## src/source/mge_pkg.sv

```systemverilog
// Multi-rate Ethernet control package with constants, CSR map and shared types
package mge_pkg;

    // ----------------------------------------
    // Sizes
    // ----------------------------------------
    localparam int NUM_CHANNELS = 4;
    localparam int MODE_W       = 2;
    localparam int CSR_ADDR_W   = 2;
    localparam int CSR_DATA_W   = 32;

    // Speed mode that runs from the 1G PLL
    localparam logic [MODE_W-1:0] MODE_1G = 2'd0;

    // ----------------------------------------
    // CSR map
    // ----------------------------------------
    localparam logic [CSR_ADDR_W-1:0] CSR_ADDR_MODE    = 2'd0;
    localparam logic [CSR_ADDR_W-1:0] CSR_ADDR_START   = 2'd1;
    localparam logic [CSR_ADDR_W-1:0] CSR_ADDR_BUSY    = 2'd2;
    localparam logic [CSR_ADDR_W-1:0] CSR_ADDR_VERSION = 2'd3;

    localparam logic [CSR_DATA_W-1:0] RCFG_VERSION = 32'h0001_0300;

    // ----------------------------------------
    // Timing, in csr_clk cycles
    // ----------------------------------------
    localparam int RCFG_BUSY_CYCLES     = 16;
    localparam int ANALOG_RESET_CYCLES  = 8;
    localparam int DIGITAL_DELAY_CYCLES = 8;
    localparam int LINK_STABLE_CYCLES   = 12;

    // Counter widths derived from the timing above
    localparam int BUSY_CNT_W   = $clog2(RCFG_BUSY_CYCLES + 1);
    localparam int ANALOG_CNT_W = $clog2(ANALOG_RESET_CYCLES);
    localparam int DIG_CNT_W    = $clog2(DIGITAL_DELAY_CYCLES);
    localparam int LINK_CNT_W   = $clog2(LINK_STABLE_CYCLES);

    // ----------------------------------------
    // Types
    // ----------------------------------------
    typedef logic [MODE_W-1:0] mode_t;

    typedef struct packed {
        logic [CSR_ADDR_W-1:0] address;
        logic                  read;
        logic                  write;
        logic [CSR_DATA_W-1:0] writedata;
    } csr_req_t;

    // Bit 1 is the 1G PLL, bit 0 the 2.5G PLL
    typedef struct packed {
        logic [1:0] locked;
        logic [1:0] cal_busy;
    } pll_status_t;

    typedef struct packed {
        logic rx_is_lockedtodata;
        logic tx_cal_busy;
        logic rx_cal_busy;
    } xcvr_status_t;

    typedef struct packed {
        logic tx_analog;
        logic rx_analog;
        logic tx_digital;
        logic rx_digital;
    } xcvr_resets_t;

endpackage

```

## src/source/mge_rcfg_ctrl.sv

```systemverilog
// Reconfiguration CSR holding requested and active speed modes and busy timers
`timescale 1ns/1ps

module mge_rcfg_ctrl (
    input  logic                                               csr_clk,
    input  logic                                               rst_n,

    // CSR
    input  mge_pkg::csr_req_t                                  csr,
    output logic [mge_pkg::CSR_DATA_W-1:0]                     csr_readdata,

    // Per-channel reconfiguration outputs
    output mge_pkg::mode_t [mge_pkg::NUM_CHANNELS-1:0]         xcvr_mode,
    output logic [mge_pkg::NUM_CHANNELS-1:0]                   reconfig_busy
);

    // Requested modes, written through the MODE address
    mge_pkg::mode_t [mge_pkg::NUM_CHANNELS-1:0] mode_req;

    // Remaining busy cycles per channel
    logic [mge_pkg::NUM_CHANNELS-1:0][mge_pkg::BUSY_CNT_W-1:0] busy_cnt;

    logic mode_wr;
    logic start_wr;

    // ----------------------------------------
    // CSR decode
    // ----------------------------------------
    assign mode_wr  = csr.write && (csr.address == mge_pkg::CSR_ADDR_MODE);
    assign start_wr = csr.write && (csr.address == mge_pkg::CSR_ADDR_START);

    always_ff @(posedge csr_clk) begin
        if (!rst_n) begin
            mode_req <= '0;
        end else if (mode_wr) begin
            for (int i = 0; i < mge_pkg::NUM_CHANNELS; i++) begin
                mode_req[i] <= csr.writedata[mge_pkg::MODE_W*i +: mge_pkg::MODE_W];
            end
        end
    end

    // ----------------------------------------
    // Start and busy timing per channel
    // ----------------------------------------
    always_ff @(posedge csr_clk) begin
        if (!rst_n) begin
            xcvr_mode <= '0;
            busy_cnt  <= '0;
        end else begin
            for (int i = 0; i < mge_pkg::NUM_CHANNELS; i++) begin
                if (start_wr && csr.writedata[i] && !reconfig_busy[i]) begin
                    // Apply the requested mode and open the busy window
                    xcvr_mode[i] <= mode_req[i];
                    busy_cnt[i]  <= mge_pkg::BUSY_CNT_W'(mge_pkg::RCFG_BUSY_CYCLES);
                end else if (reconfig_busy[i]) begin
                    busy_cnt[i] <= busy_cnt[i] - 1'b1;
                end
            end
        end
    end

    always_comb begin
        for (int i = 0; i < mge_pkg::NUM_CHANNELS; i++) begin
            reconfig_busy[i] = (busy_cnt[i] != '0);
        end
    end

    // ----------------------------------------
    // Read data, one cycle after the strobe
    // ----------------------------------------
    always_ff @(posedge csr_clk) begin
        if (csr.read) begin
            case (csr.address)
                mge_pkg::CSR_ADDR_MODE: begin
                    csr_readdata <= mge_pkg::CSR_DATA_W'(mode_req);
                end
                mge_pkg::CSR_ADDR_START: begin
                    // Start address reads back the modes in use
                    csr_readdata <= mge_pkg::CSR_DATA_W'(xcvr_mode);
                end
                mge_pkg::CSR_ADDR_BUSY: begin
                    csr_readdata <= mge_pkg::CSR_DATA_W'(reconfig_busy);
                end
                default: begin
                    csr_readdata <= mge_pkg::RCFG_VERSION;
                end
            endcase
        end
    end

endmodule

```

## src/source/mge_xcvr_reset_seq.sv

```systemverilog
// Transceiver reset sequencer for one channel with TX PLL selection by speed mode
`timescale 1ns/1ps

module mge_xcvr_reset_seq (
    input  logic                  csr_clk,
    input  logic                  rst_n,

    // Reconfiguration state of this channel
    input  mge_pkg::mode_t        mode,
    input  logic                  reconfig_busy,

    // Transceiver and PLL status
    input  mge_pkg::pll_status_t  pll_status,
    input  mge_pkg::xcvr_status_t xcvr_status,

    // Reset outputs and readiness
    output mge_pkg::xcvr_resets_t resets,
    output logic                  tx_ready,
    output logic                  rx_ready
);

    // Sides of the digital sequencing, index 1 is TX and 0 is RX
    localparam int SIDES = 2;

    logic                         restart;
    logic                         pll_sel;
    logic                         analog_rst;
    logic [mge_pkg::ANALOG_CNT_W-1:0] analog_cnt;

    logic [SIDES-1:0]             side_cond;
    logic [SIDES-1:0]             digital_rst;
    logic [SIDES-1:0]             side_ready;
    logic [SIDES-1:0][mge_pkg::DIG_CNT_W-1:0] dig_cnt;

    // ----------------------------------------
    // PLL selection
    // ----------------------------------------
    // 1G runs on PLL 1, 2.5G and the reserved modes on PLL 0
    assign pll_sel = (mode == mge_pkg::MODE_1G);

    assign side_cond[1] = pll_status.locked[pll_sel] &&
                          !pll_status.cal_busy[pll_sel] &&
                          !xcvr_status.tx_cal_busy;

    assign side_cond[0] = xcvr_status.rx_is_lockedtodata && !xcvr_status.rx_cal_busy;

    // A reconfiguration restarts the whole sequence
    assign restart = !rst_n || reconfig_busy;

    // ----------------------------------------
    // Analog reset hold
    // ----------------------------------------
    always_ff @(posedge csr_clk) begin
        if (restart) begin
            analog_rst <= 1'b1;
            analog_cnt <= '0;
        end else if (analog_rst) begin
            if (analog_cnt == mge_pkg::ANALOG_CNT_W'(mge_pkg::ANALOG_RESET_CYCLES - 1)) begin
                analog_rst <= 1'b0;
            end else begin
                analog_cnt <= analog_cnt + 1'b1;
            end
        end
    end

    // ----------------------------------------
    // Digital release, TX and RX independent
    // ----------------------------------------
    always_ff @(posedge csr_clk) begin
        for (int s = 0; s < SIDES; s++) begin
            if (restart || analog_rst || !side_cond[s]) begin
                // Held in reset until the condition has been stable long enough
                digital_rst[s] <= 1'b1;
                side_ready[s]  <= 1'b0;
                dig_cnt[s]     <= '0;
            end else if (digital_rst[s]) begin
                if (dig_cnt[s] == mge_pkg::DIG_CNT_W'(mge_pkg::DIGITAL_DELAY_CYCLES - 1)) begin
                    digital_rst[s] <= 1'b0;
                    side_ready[s]  <= 1'b1;
                end else begin
                    dig_cnt[s] <= dig_cnt[s] + 1'b1;
                end
            end
        end
    end

    // ----------------------------------------
    // Outputs
    // ----------------------------------------
    always_comb begin
        resets.tx_analog  = analog_rst;
        resets.rx_analog  = analog_rst;
        resets.tx_digital = digital_rst[1];
        resets.rx_digital = digital_rst[0];
    end

    assign tx_ready = side_ready[1];
    assign rx_ready = side_ready[0];

endmodule

```

## src/source/mge_channel_status.sv

```systemverilog
// Channel readiness from reset sequencer state and a debounced link indication
`timescale 1ns/1ps

module mge_channel_status (
    input  logic csr_clk,
    input  logic rst_n,

    // From the reset sequencer
    input  logic tx_ready,
    input  logic rx_ready,

    // Link indication from the PHY
    input  logic link,

    // Data path readiness
    output logic channel_tx_ready,
    output logic channel_rx_ready
);

    logic                           link_ok;
    logic [mge_pkg::LINK_CNT_W-1:0] link_cnt;

    assign link_ok = rx_ready && link;

    // TX side only needs the sequencer
    always_ff @(posedge csr_clk) begin
        if (!rst_n) begin
            channel_tx_ready <= 1'b0;
        end else begin
            channel_tx_ready <= tx_ready;
        end
    end

    // ----------------------------------------
    // RX side waits for a stable link
    // ----------------------------------------
    always_ff @(posedge csr_clk) begin
        if (!rst_n || !link_ok) begin
            channel_rx_ready <= 1'b0;
            link_cnt         <= '0;
        end else if (!channel_rx_ready) begin
            if (link_cnt == mge_pkg::LINK_CNT_W'(mge_pkg::LINK_STABLE_CYCLES - 1)) begin
                channel_rx_ready <= 1'b1;
            end else begin
                link_cnt <= link_cnt + 1'b1;
            end
        end
    end

endmodule

```

## src/source/mge_rd_top.sv

```systemverilog
// Control top level with reconfiguration CSR, reset sequencers and channel status
`timescale 1ns/1ps

module mge_rd_top (
    input  logic                                               csr_clk,
    input  logic                                               rst_n,

    // Reconfiguration CSR
    input  mge_pkg::csr_req_t                                  csr,
    output logic [mge_pkg::CSR_DATA_W-1:0]                     csr_readdata,

    // Transceiver and PLL status
    input  mge_pkg::pll_status_t                               pll_status,
    input  mge_pkg::xcvr_status_t [mge_pkg::NUM_CHANNELS-1:0]  xcvr_status,
    input  logic [mge_pkg::NUM_CHANNELS-1:0]                   link,

    // Transceiver control
    output mge_pkg::mode_t [mge_pkg::NUM_CHANNELS-1:0]         xcvr_mode,
    output mge_pkg::xcvr_resets_t [mge_pkg::NUM_CHANNELS-1:0]  xcvr_resets,

    // Data path readiness
    output logic [mge_pkg::NUM_CHANNELS-1:0]                   channel_tx_ready,
    output logic [mge_pkg::NUM_CHANNELS-1:0]                   channel_rx_ready
);

    logic [mge_pkg::NUM_CHANNELS-1:0] reconfig_busy;
    logic [mge_pkg::NUM_CHANNELS-1:0] reset_tx_ready;
    logic [mge_pkg::NUM_CHANNELS-1:0] reset_rx_ready;

    // Shared reconfiguration block
    mge_rcfg_ctrl u_rcfg_ctrl (
        .csr_clk       (csr_clk),
        .rst_n         (rst_n),
        .csr           (csr),
        .csr_readdata  (csr_readdata),
        .xcvr_mode     (xcvr_mode),
        .reconfig_busy (reconfig_busy)
    );

    // ----------------------------------------
    // Per-channel control
    // ----------------------------------------
    for (genvar i = 0; i < mge_pkg::NUM_CHANNELS; i++) begin : g_channel

        mge_xcvr_reset_seq u_reset_seq (
            .csr_clk       (csr_clk),
            .rst_n         (rst_n),
            .mode          (xcvr_mode[i]),
            .reconfig_busy (reconfig_busy[i]),
            .pll_status    (pll_status),
            .xcvr_status   (xcvr_status[i]),
            .resets        (xcvr_resets[i]),
            .tx_ready      (reset_tx_ready[i]),
            .rx_ready      (reset_rx_ready[i])
        );

        mge_channel_status u_channel_status (
            .csr_clk          (csr_clk),
            .rst_n            (rst_n),
            .tx_ready         (reset_tx_ready[i]),
            .rx_ready         (reset_rx_ready[i]),
            .link             (link[i]),
            .channel_tx_ready (channel_tx_ready[i]),
            .channel_rx_ready (channel_rx_ready[i])
        );

    end

endmodule

```

## config.mk

```make
export PLATFORM = sky130hd
export DESIGN_NAME = mge_rd_top
export DESIGN_NICKNAME = d
export VERILOG_FILES = /design/src/source/mge_pkg.sv /design/src/source/mge_rcfg_ctrl.sv /design/src/source/mge_xcvr_reset_seq.sv /design/src/source/mge_channel_status.sv /design/src/source/mge_rd_top.sv
export SDC_FILE = /design/constraint.sdc
export NUM_CORES = 1
export LEC_CHECK = 0
export BUFFER_PORTS_ARGS = -buffer_cell sky130_fd_sc_hd__clkbuf_2
export CAP_MARGIN = 15
export CORE_ASPECT_RATIO = 1.1
export CORE_UTILIZATION = 54
export DETAILED_ROUTE_END_ITERATION = 7
export GPL_TIMING_DRIVEN = 0
export PLACE_DENSITY = 0.82
export SLEW_MARGIN = 0
export SYNTH_ARGS = -nofsm -noshare
export SYNTH_HDL_FRONTEND = slang
export SYNTH_HIERARCHICAL = 1
export SYNTH_SLANG_ARGS = --single-unit
```

## constraint.sdc

```tcl
create_clock -name csr_clk -period 2.4 [get_ports csr_clk]
set_input_delay 0.36 -clock csr_clk [delete_from_list [all_inputs] [get_ports csr_clk]]
set_output_delay 0.36 -clock csr_clk [all_outputs]
set_load 0.1 [all_outputs]
```

Yosys cells after proc, flatten, opt, wreduce, memory -nomap -nowiden. Cells that the tools add are included.

Register bits: 148. Input port bits: 58. Output and inout bits: 64.

Reductions and logical operators: 116. Bitwise operators: 21. Add/subtract/negate cells: 20. Order comparisons: 4. Multiplexer cells: 57. Equal/unequal tests: 18.

Operators by type and width (number): one-hot mux 17 bit (3 select lines) (1); 2-to-1 mux 1 bit (48); AND reduction 2 bit (24); 2-to-1 mux 5 bit (8); adder 3 x 1 -> 3 bit, second input constant (12); == test 3 bit, second input constant (12); logical NOT 1 bit (29); logical AND 1 bit (26); NOT 1 bit (21); logical OR 1 bit (20); nonzero test 5 bit (4); subtractor 5 x 1 -> 5 bit, second input constant (4); adder 4 x 1 -> 4 bit, second input constant (4); == test 4 bit, second input constant (4); logical NOT 2 bit (5); < comparator 1 x 2 -> 1 bit, second input constant (4); nonzero test 2 bit (4); OR reduction 2 bit (4); == test 2 x 1 -> 1 bit, second input constant (1); == test 2 bit, second input constant (1).

Longest topological paths before layout.
Depth in word-level cells: 8. Gate-level depth with buffers: 7.

Hierarchy. Netlist, hierarchy kept.

Modules (own cells, without submodules): mge_xcvr_reset_seq (area each 609.3 um^2, times used 4, cells each 57); mge_rcfg_ctrl (area each 2172.1 um^2, times used 1, cells each 225); mge_channel_status (area each 244.0 um^2, times used 4, cells each 25).

Worst setup path before layout. Ideal clock, no wire load.

Kind: flip-flop to flip-flop. From: reg u_rcfg_ctrl/busy_cnt[0] in the netlist's numbering. To: reg g_channel[0].u_reset_seq.digital_rst[0]. Library setup time: 0.120 ns. Path buffers: 0. Data arrival time: 1.900 ns. Cell stages (with the launch flop): 8. Setup slack: 0.380 ns. Path through: dfxtp_1 -> inv_1 -> ha_1 -> nor4b_2 -> inv_2 -> nand2b_4 -> or4b_4 -> or2_1.

Longest elaborated chain between the ends: 4.

RTL lines: from (decl) (RTL line mge_rcfg_ctrl.sv:21) `logic [mge_pkg::NUM_CHANNELS-1:0][mge_pkg::BUSY_CNT_W-1:0] busy_cnt;`; from (signal, indexed assignment) (RTL line mge_rcfg_ctrl.sv:54) `busy_cnt[i] <= mge_pkg::BUSY_CNT_W'(mge_pkg::RCFG_BUSY_CYCLES);`; from (signal, indexed assignment) (RTL line mge_rcfg_ctrl.sv:56) `busy_cnt[i] <= busy_cnt[i] - 1'b1;`; nonzero test 5 bit (RTL line mge_rcfg_ctrl.sv:64) `reconfig_busy[i] = (busy_cnt[i] != '0);`; net reconfig_busy (one bit) (RTL line mge_rd_top.sv:26) `logic [mge_pkg::NUM_CHANNELS-1:0] reconfig_busy;`; logical OR 1 bit (RTL line mge_xcvr_reset_seq.sv:48) `assign restart = !rst_n || reconfig_busy;`; logical OR 1 bit (2 in a row) (RTL line mge_xcvr_reset_seq.sv:71) `if (restart || analog_rst || !side_cond[s]) begin`; to (signal, indexed assignment) (RTL line mge_xcvr_reset_seq.sv:73) `digital_rst[s] <= 1'b1;`; to (signal, indexed assignment) (RTL line mge_xcvr_reset_seq.sv:78) `digital_rst[s] <= 1'b0;`; to (decl) (RTL line mge_xcvr_reset_seq.sv:31) `logic [SIDES-1:0] digital_rst;`.

The timed path passes the listed nets, and every way through them passes these cells. A chain may end at the register's enable or synchronous reset.

Worst setup path after layout.
From: reg u_rcfg_ctrl/busy_cnt[15] in the netlist's numbering. To: reg g_channel[3].u_reset_seq.digital_rst[1].

Longest elaborated chain between the ends: 4.

RTL lines (RTL line): nonzero test 5 bit (mge_rcfg_ctrl.sv:64); net reconfig_busy (one bit) (mge_rd_top.sv:26); logical OR 1 bit (mge_xcvr_reset_seq.sv:48); logical OR 1 bit (2 in a row) (mge_xcvr_reset_seq.sv:71); to (signal, indexed assignment) (mge_xcvr_reset_seq.sv:73); to (signal, indexed assignment) (mge_xcvr_reset_seq.sv:78); to (decl) (mge_xcvr_reset_seq.sv:31).

The timed path passes the listed nets, and every way through them passes these cells.

==> results.md <==
* Hold WC Path Type: in -> reg
* I/O pins at 122
* Avg Inst Size Synth at 10.1 um^2
* Cell family with most CP delay: simple AND/OR/NAND/NOR gates
* FF-to-FF setup slack at 0.21 ns
* Worst Tran Pin Value at 0.672 ns
* Final setup margin at 0.214 ns
* Drt first pass iters at 4
* P&R area growth vs syn at 22.0%
* Worst Reg2Reg Path Length in Cells at 7
* WL final at 11,300 um
* GRT Total Usage at 22.3%
* Crit path to: g_channel[3].u_reset_seq/digital_rst[1]$_SDFF_PP1_
* Max rail drop VDD at 404 uV
* Power per cell area at 932 nW/um^2
* Final min period at 2.19 ns
* Yosys reg bits at 125
* Via-per-instance ratio at 5.28
* Post-synth EDFFs at 9
* First-pass GRT wire length at 18,600 um
* CP bufs+invs at 2
* Filler cells at 740
* Most used cell, CP: or3_1
* Max stage delay on crit path at 0.42 ns
* Die Area at 10,800 um^2
* Setup TNS Final at 0 ns
* RSZ-0062 raised after global routing: false
* Initial Util at 56.2%
* Worst Skew at 0.00831 ns
* Setup CP Type: reg -> reg
* Library cells used by synthesis at 46
* Crit path from: u_rcfg_ctrl/busy_cnt[15]$_SDFFE_PP0N_
* DR vias at 4,226
* TritonCTS clock tree: done
* Main synth FF type: dfxtp_1
* Fmax at 457 MHz
* Sequential element share of the synthesized area at 46.4%
* Clk sinks at 125
* Fin. max-slew vios at 0
* Setup WS pre-CTS at 0.127 ns
* Final core utilization at 68.5%
* Antenna violations before repair at 0
* Relative slew slack at 55.0%
* Dpl hpwl at 8430 um
* Total gr overflow at 0
* H-tree depth at 4
* CP Capture Type: flip-flop
* Max Buffers Root-to-Sink at 2
* Crit. path cell count at 7
* Synth area leader: dfxtp_1
* R2R Path Start: u_rcfg_ctrl/busy_cnt[15]$_SDFFE_PP0N_
* Clk_lat worst skew at 0.52 ns
* Core box area at 9940 um^2
* Share of layout cells above drive strength 1 at 25.4%
* Fin nets at 758
* Maxcap violations at 0
* Avg WL per Cell at 14.1 um
* Final ANT Viol Nets at 0
* Final hold vios at 0
* Placer congestion estimate at 0.825
* DRC viols at 0
* Worst Setup Start Kind: flip-flop
* Number of DRC markers in iteration 0 at 148
* Critical-path cell list: inv_1 -> ha_1 -> nor4b_4 -> inv_2 -> nand2b_4 -> or3_1 -> or3_1
* Leading cell type in the layout, fill and taps excluded: dfxtp_1
* Number of global-route vias before repair at 4,051
* Asr flop ratio synth at 0%
* Leakage at 3.21 nW
* Antenna cells at 0
* Area share of the largest cell type after synthesis at 41.6%
* Clk slew on worst S/H paths at 0.06 ns
* Largest net degree at the start of global routing at 18
* Synth area leaders: dfxtp_1, mux2i_1, ha_1
* Worst endpoint data arrival time at 2.58 ns
* Crit path max-delay cell type: or3_1
* Fin crit share at 91.1%
* Dpl cell area at 6190 um^2
* Synth Cell Area at 5590 um^2
* Final setup viols at 0
* Yosys warns at 6
* Root Driver: clkbuf_8
* Commonest non-fill, non-tap cells in the layout: dfxtp_1, clkbuf_2, nor2_1
* Critical Path Fanout Max at 6
* Cells after synthesis at 553
* Number of buffers created by CTS at 17
* Die span in y at 109 um
* Status: finished, final reports clean
* PortBufs at 76
* Worst Path Required at 2.80 ns
* Die X at 99.0 um
* Worst hold slack at 0.103 ns
* Cell area after layout at 6810 um^2
* Setup bufs post-CTS at 0
* Row count at 38
* FF-to-FF End: g_channel[3].u_reset_seq/digital_rst[1]$_SDFF_PP1_
[what timing repair did]
| item | 4_1_cts | 5_1_grt |
|---|---|---|
| gates resized for setup | 0 | 1 |
| setup endpoints to repair | 0 | 2 |
| hold buffers | 0 | 0 |
[cells in the mapped netlist, drive strengths merged, types with 5 or more instances]
cell / instances
nand3: 8
ha: 32
a21oi: 21
nor2b: 13
mux2i: 48
nor2: 66
or3: 13
dfxtp: 116
buf: 36
or2: 12
edfxtp: 9
nand2: 29
nand4b: 8
nor4b: 8
o21ai: 12
xnor2: 20
inv: 21
nor3: 20
and2: 5
[where the power goes]
part | switching [mW] | total, mW | internal, mW
clock | 0.869 | 2.60 | 1.73
combinational | 0.811 | 1.33 | 0.515
sequential | 0.150 | 2.43 | 2.28
[worst register-to-register path, cell delays in order (launching register included)]
cell and delay (ns):
dfxtp_1 0.32, inv_1 0.09, ha_1 0.23, nor4b_4 0.33, inv_2 0.12, nand2b_4 0.18, or3_1 0.42, or3_1 0.38
[through the flow]
step	total power [mW]	std cells
2_1_floorplan	3.50	573
3_3_place_gp	3.68	769
3_5_place_dp	3.77	769
4_1_cts	6.37	801
5_1_grt	6.62	801
6_report	6.35	801
[layout make-up]
type                       count  area (um^2)  share of cell area (%)
inverter                      22         82.6                    1.21
timing repair buffer          76          380                    5.58
sequential                   125         2590                    38.1
clock buffer                  20          445                    6.54
buffer                        38          262                    3.84
clock inverter                12          166                    2.44
multi-input combinational    388         2730                    40.1
tap                          120          150                    2.20
[logic make-up (layout without fill, tap and decap cells)]
group	Yosys count	count (layout)	share of synthesized area, %
and+or+nand+nor	208	208	21.6
DFF	125	125	46.4
buffers and inverters	60	168	6.16
AOI/OAI and AO/OA	55	55	6.18
muxes	48	48	8.60
adders and majority gates	32	32	7.17
xor gates and xnor gates	24	24	3.76
other	1	21	0.0671
[worst min path at each step]
stage | from | to | cells past startpoint
after floorplan | g_channel[0].u_reset_seq/side_ready[1]$_SDFFE_PP0P_ | g_channel[0].u_channel_status/channel_tx_ready$_SDFF_PN0_ | 1
after global placement | g_channel[1].u_reset_seq/side_ready[1]$_SDFFE_PP0P_ | g_channel[1].u_channel_status/channel_tx_ready$_SDFF_PN0_ | 1
after detailed placement | g_channel[0].u_reset_seq/side_ready[1]$_SDFFE_PP0P_ | g_channel[0].u_channel_status/channel_tx_ready$_SDFF_PN0_ | 1
after CTS | csr[6] | u_rcfg_ctrl/mode_req[6]$_SDFFE_PN0P_ | 3
after global routing | csr[6] | u_rcfg_ctrl/mode_req[6]$_SDFFE_PN0P_ | 3
final | csr[6] | u_rcfg_ctrl/mode_req[6]$_SDFFE_PN0P_ | 3
[layer usage]
layer  share of wire (%)  routed length (um)  vias up  GRT usage (%)
met1                  42                4800     1998           25.9
met5                   0                   0        -              0
met4                 1.1                 120        0           7.89
met3                 4.3                 485       12           5.77
met2                  52                5900      110           39.8
li1                    -                   -     2106              -
[state kept, by name, indices dropped and copies added, names as in the netlist]
signal,count
g_channel.u_reset_seq/analog_cnt,12
u_rcfg_ctrl/busy_cnt,20
g_channel.u_channel_status/channel_tx_ready,4
u_rcfg_ctrl/xcvr_mode,8
g_channel.u_reset_seq/side_ready,8
g_channel.u_reset_seq/analog_rst,4
g_channel.u_reset_seq/digital_rst,8
u_rcfg_ctrl/csr_readdata,9
g_channel.u_reset_seq/dig_cnt,24
g_channel.u_channel_status/link_cnt,16
u_rcfg_ctrl/mode_req,8
g_channel.u_channel_status/channel_rx_ready,4
No activity file was read; power rests on OpenSTA's default activity.
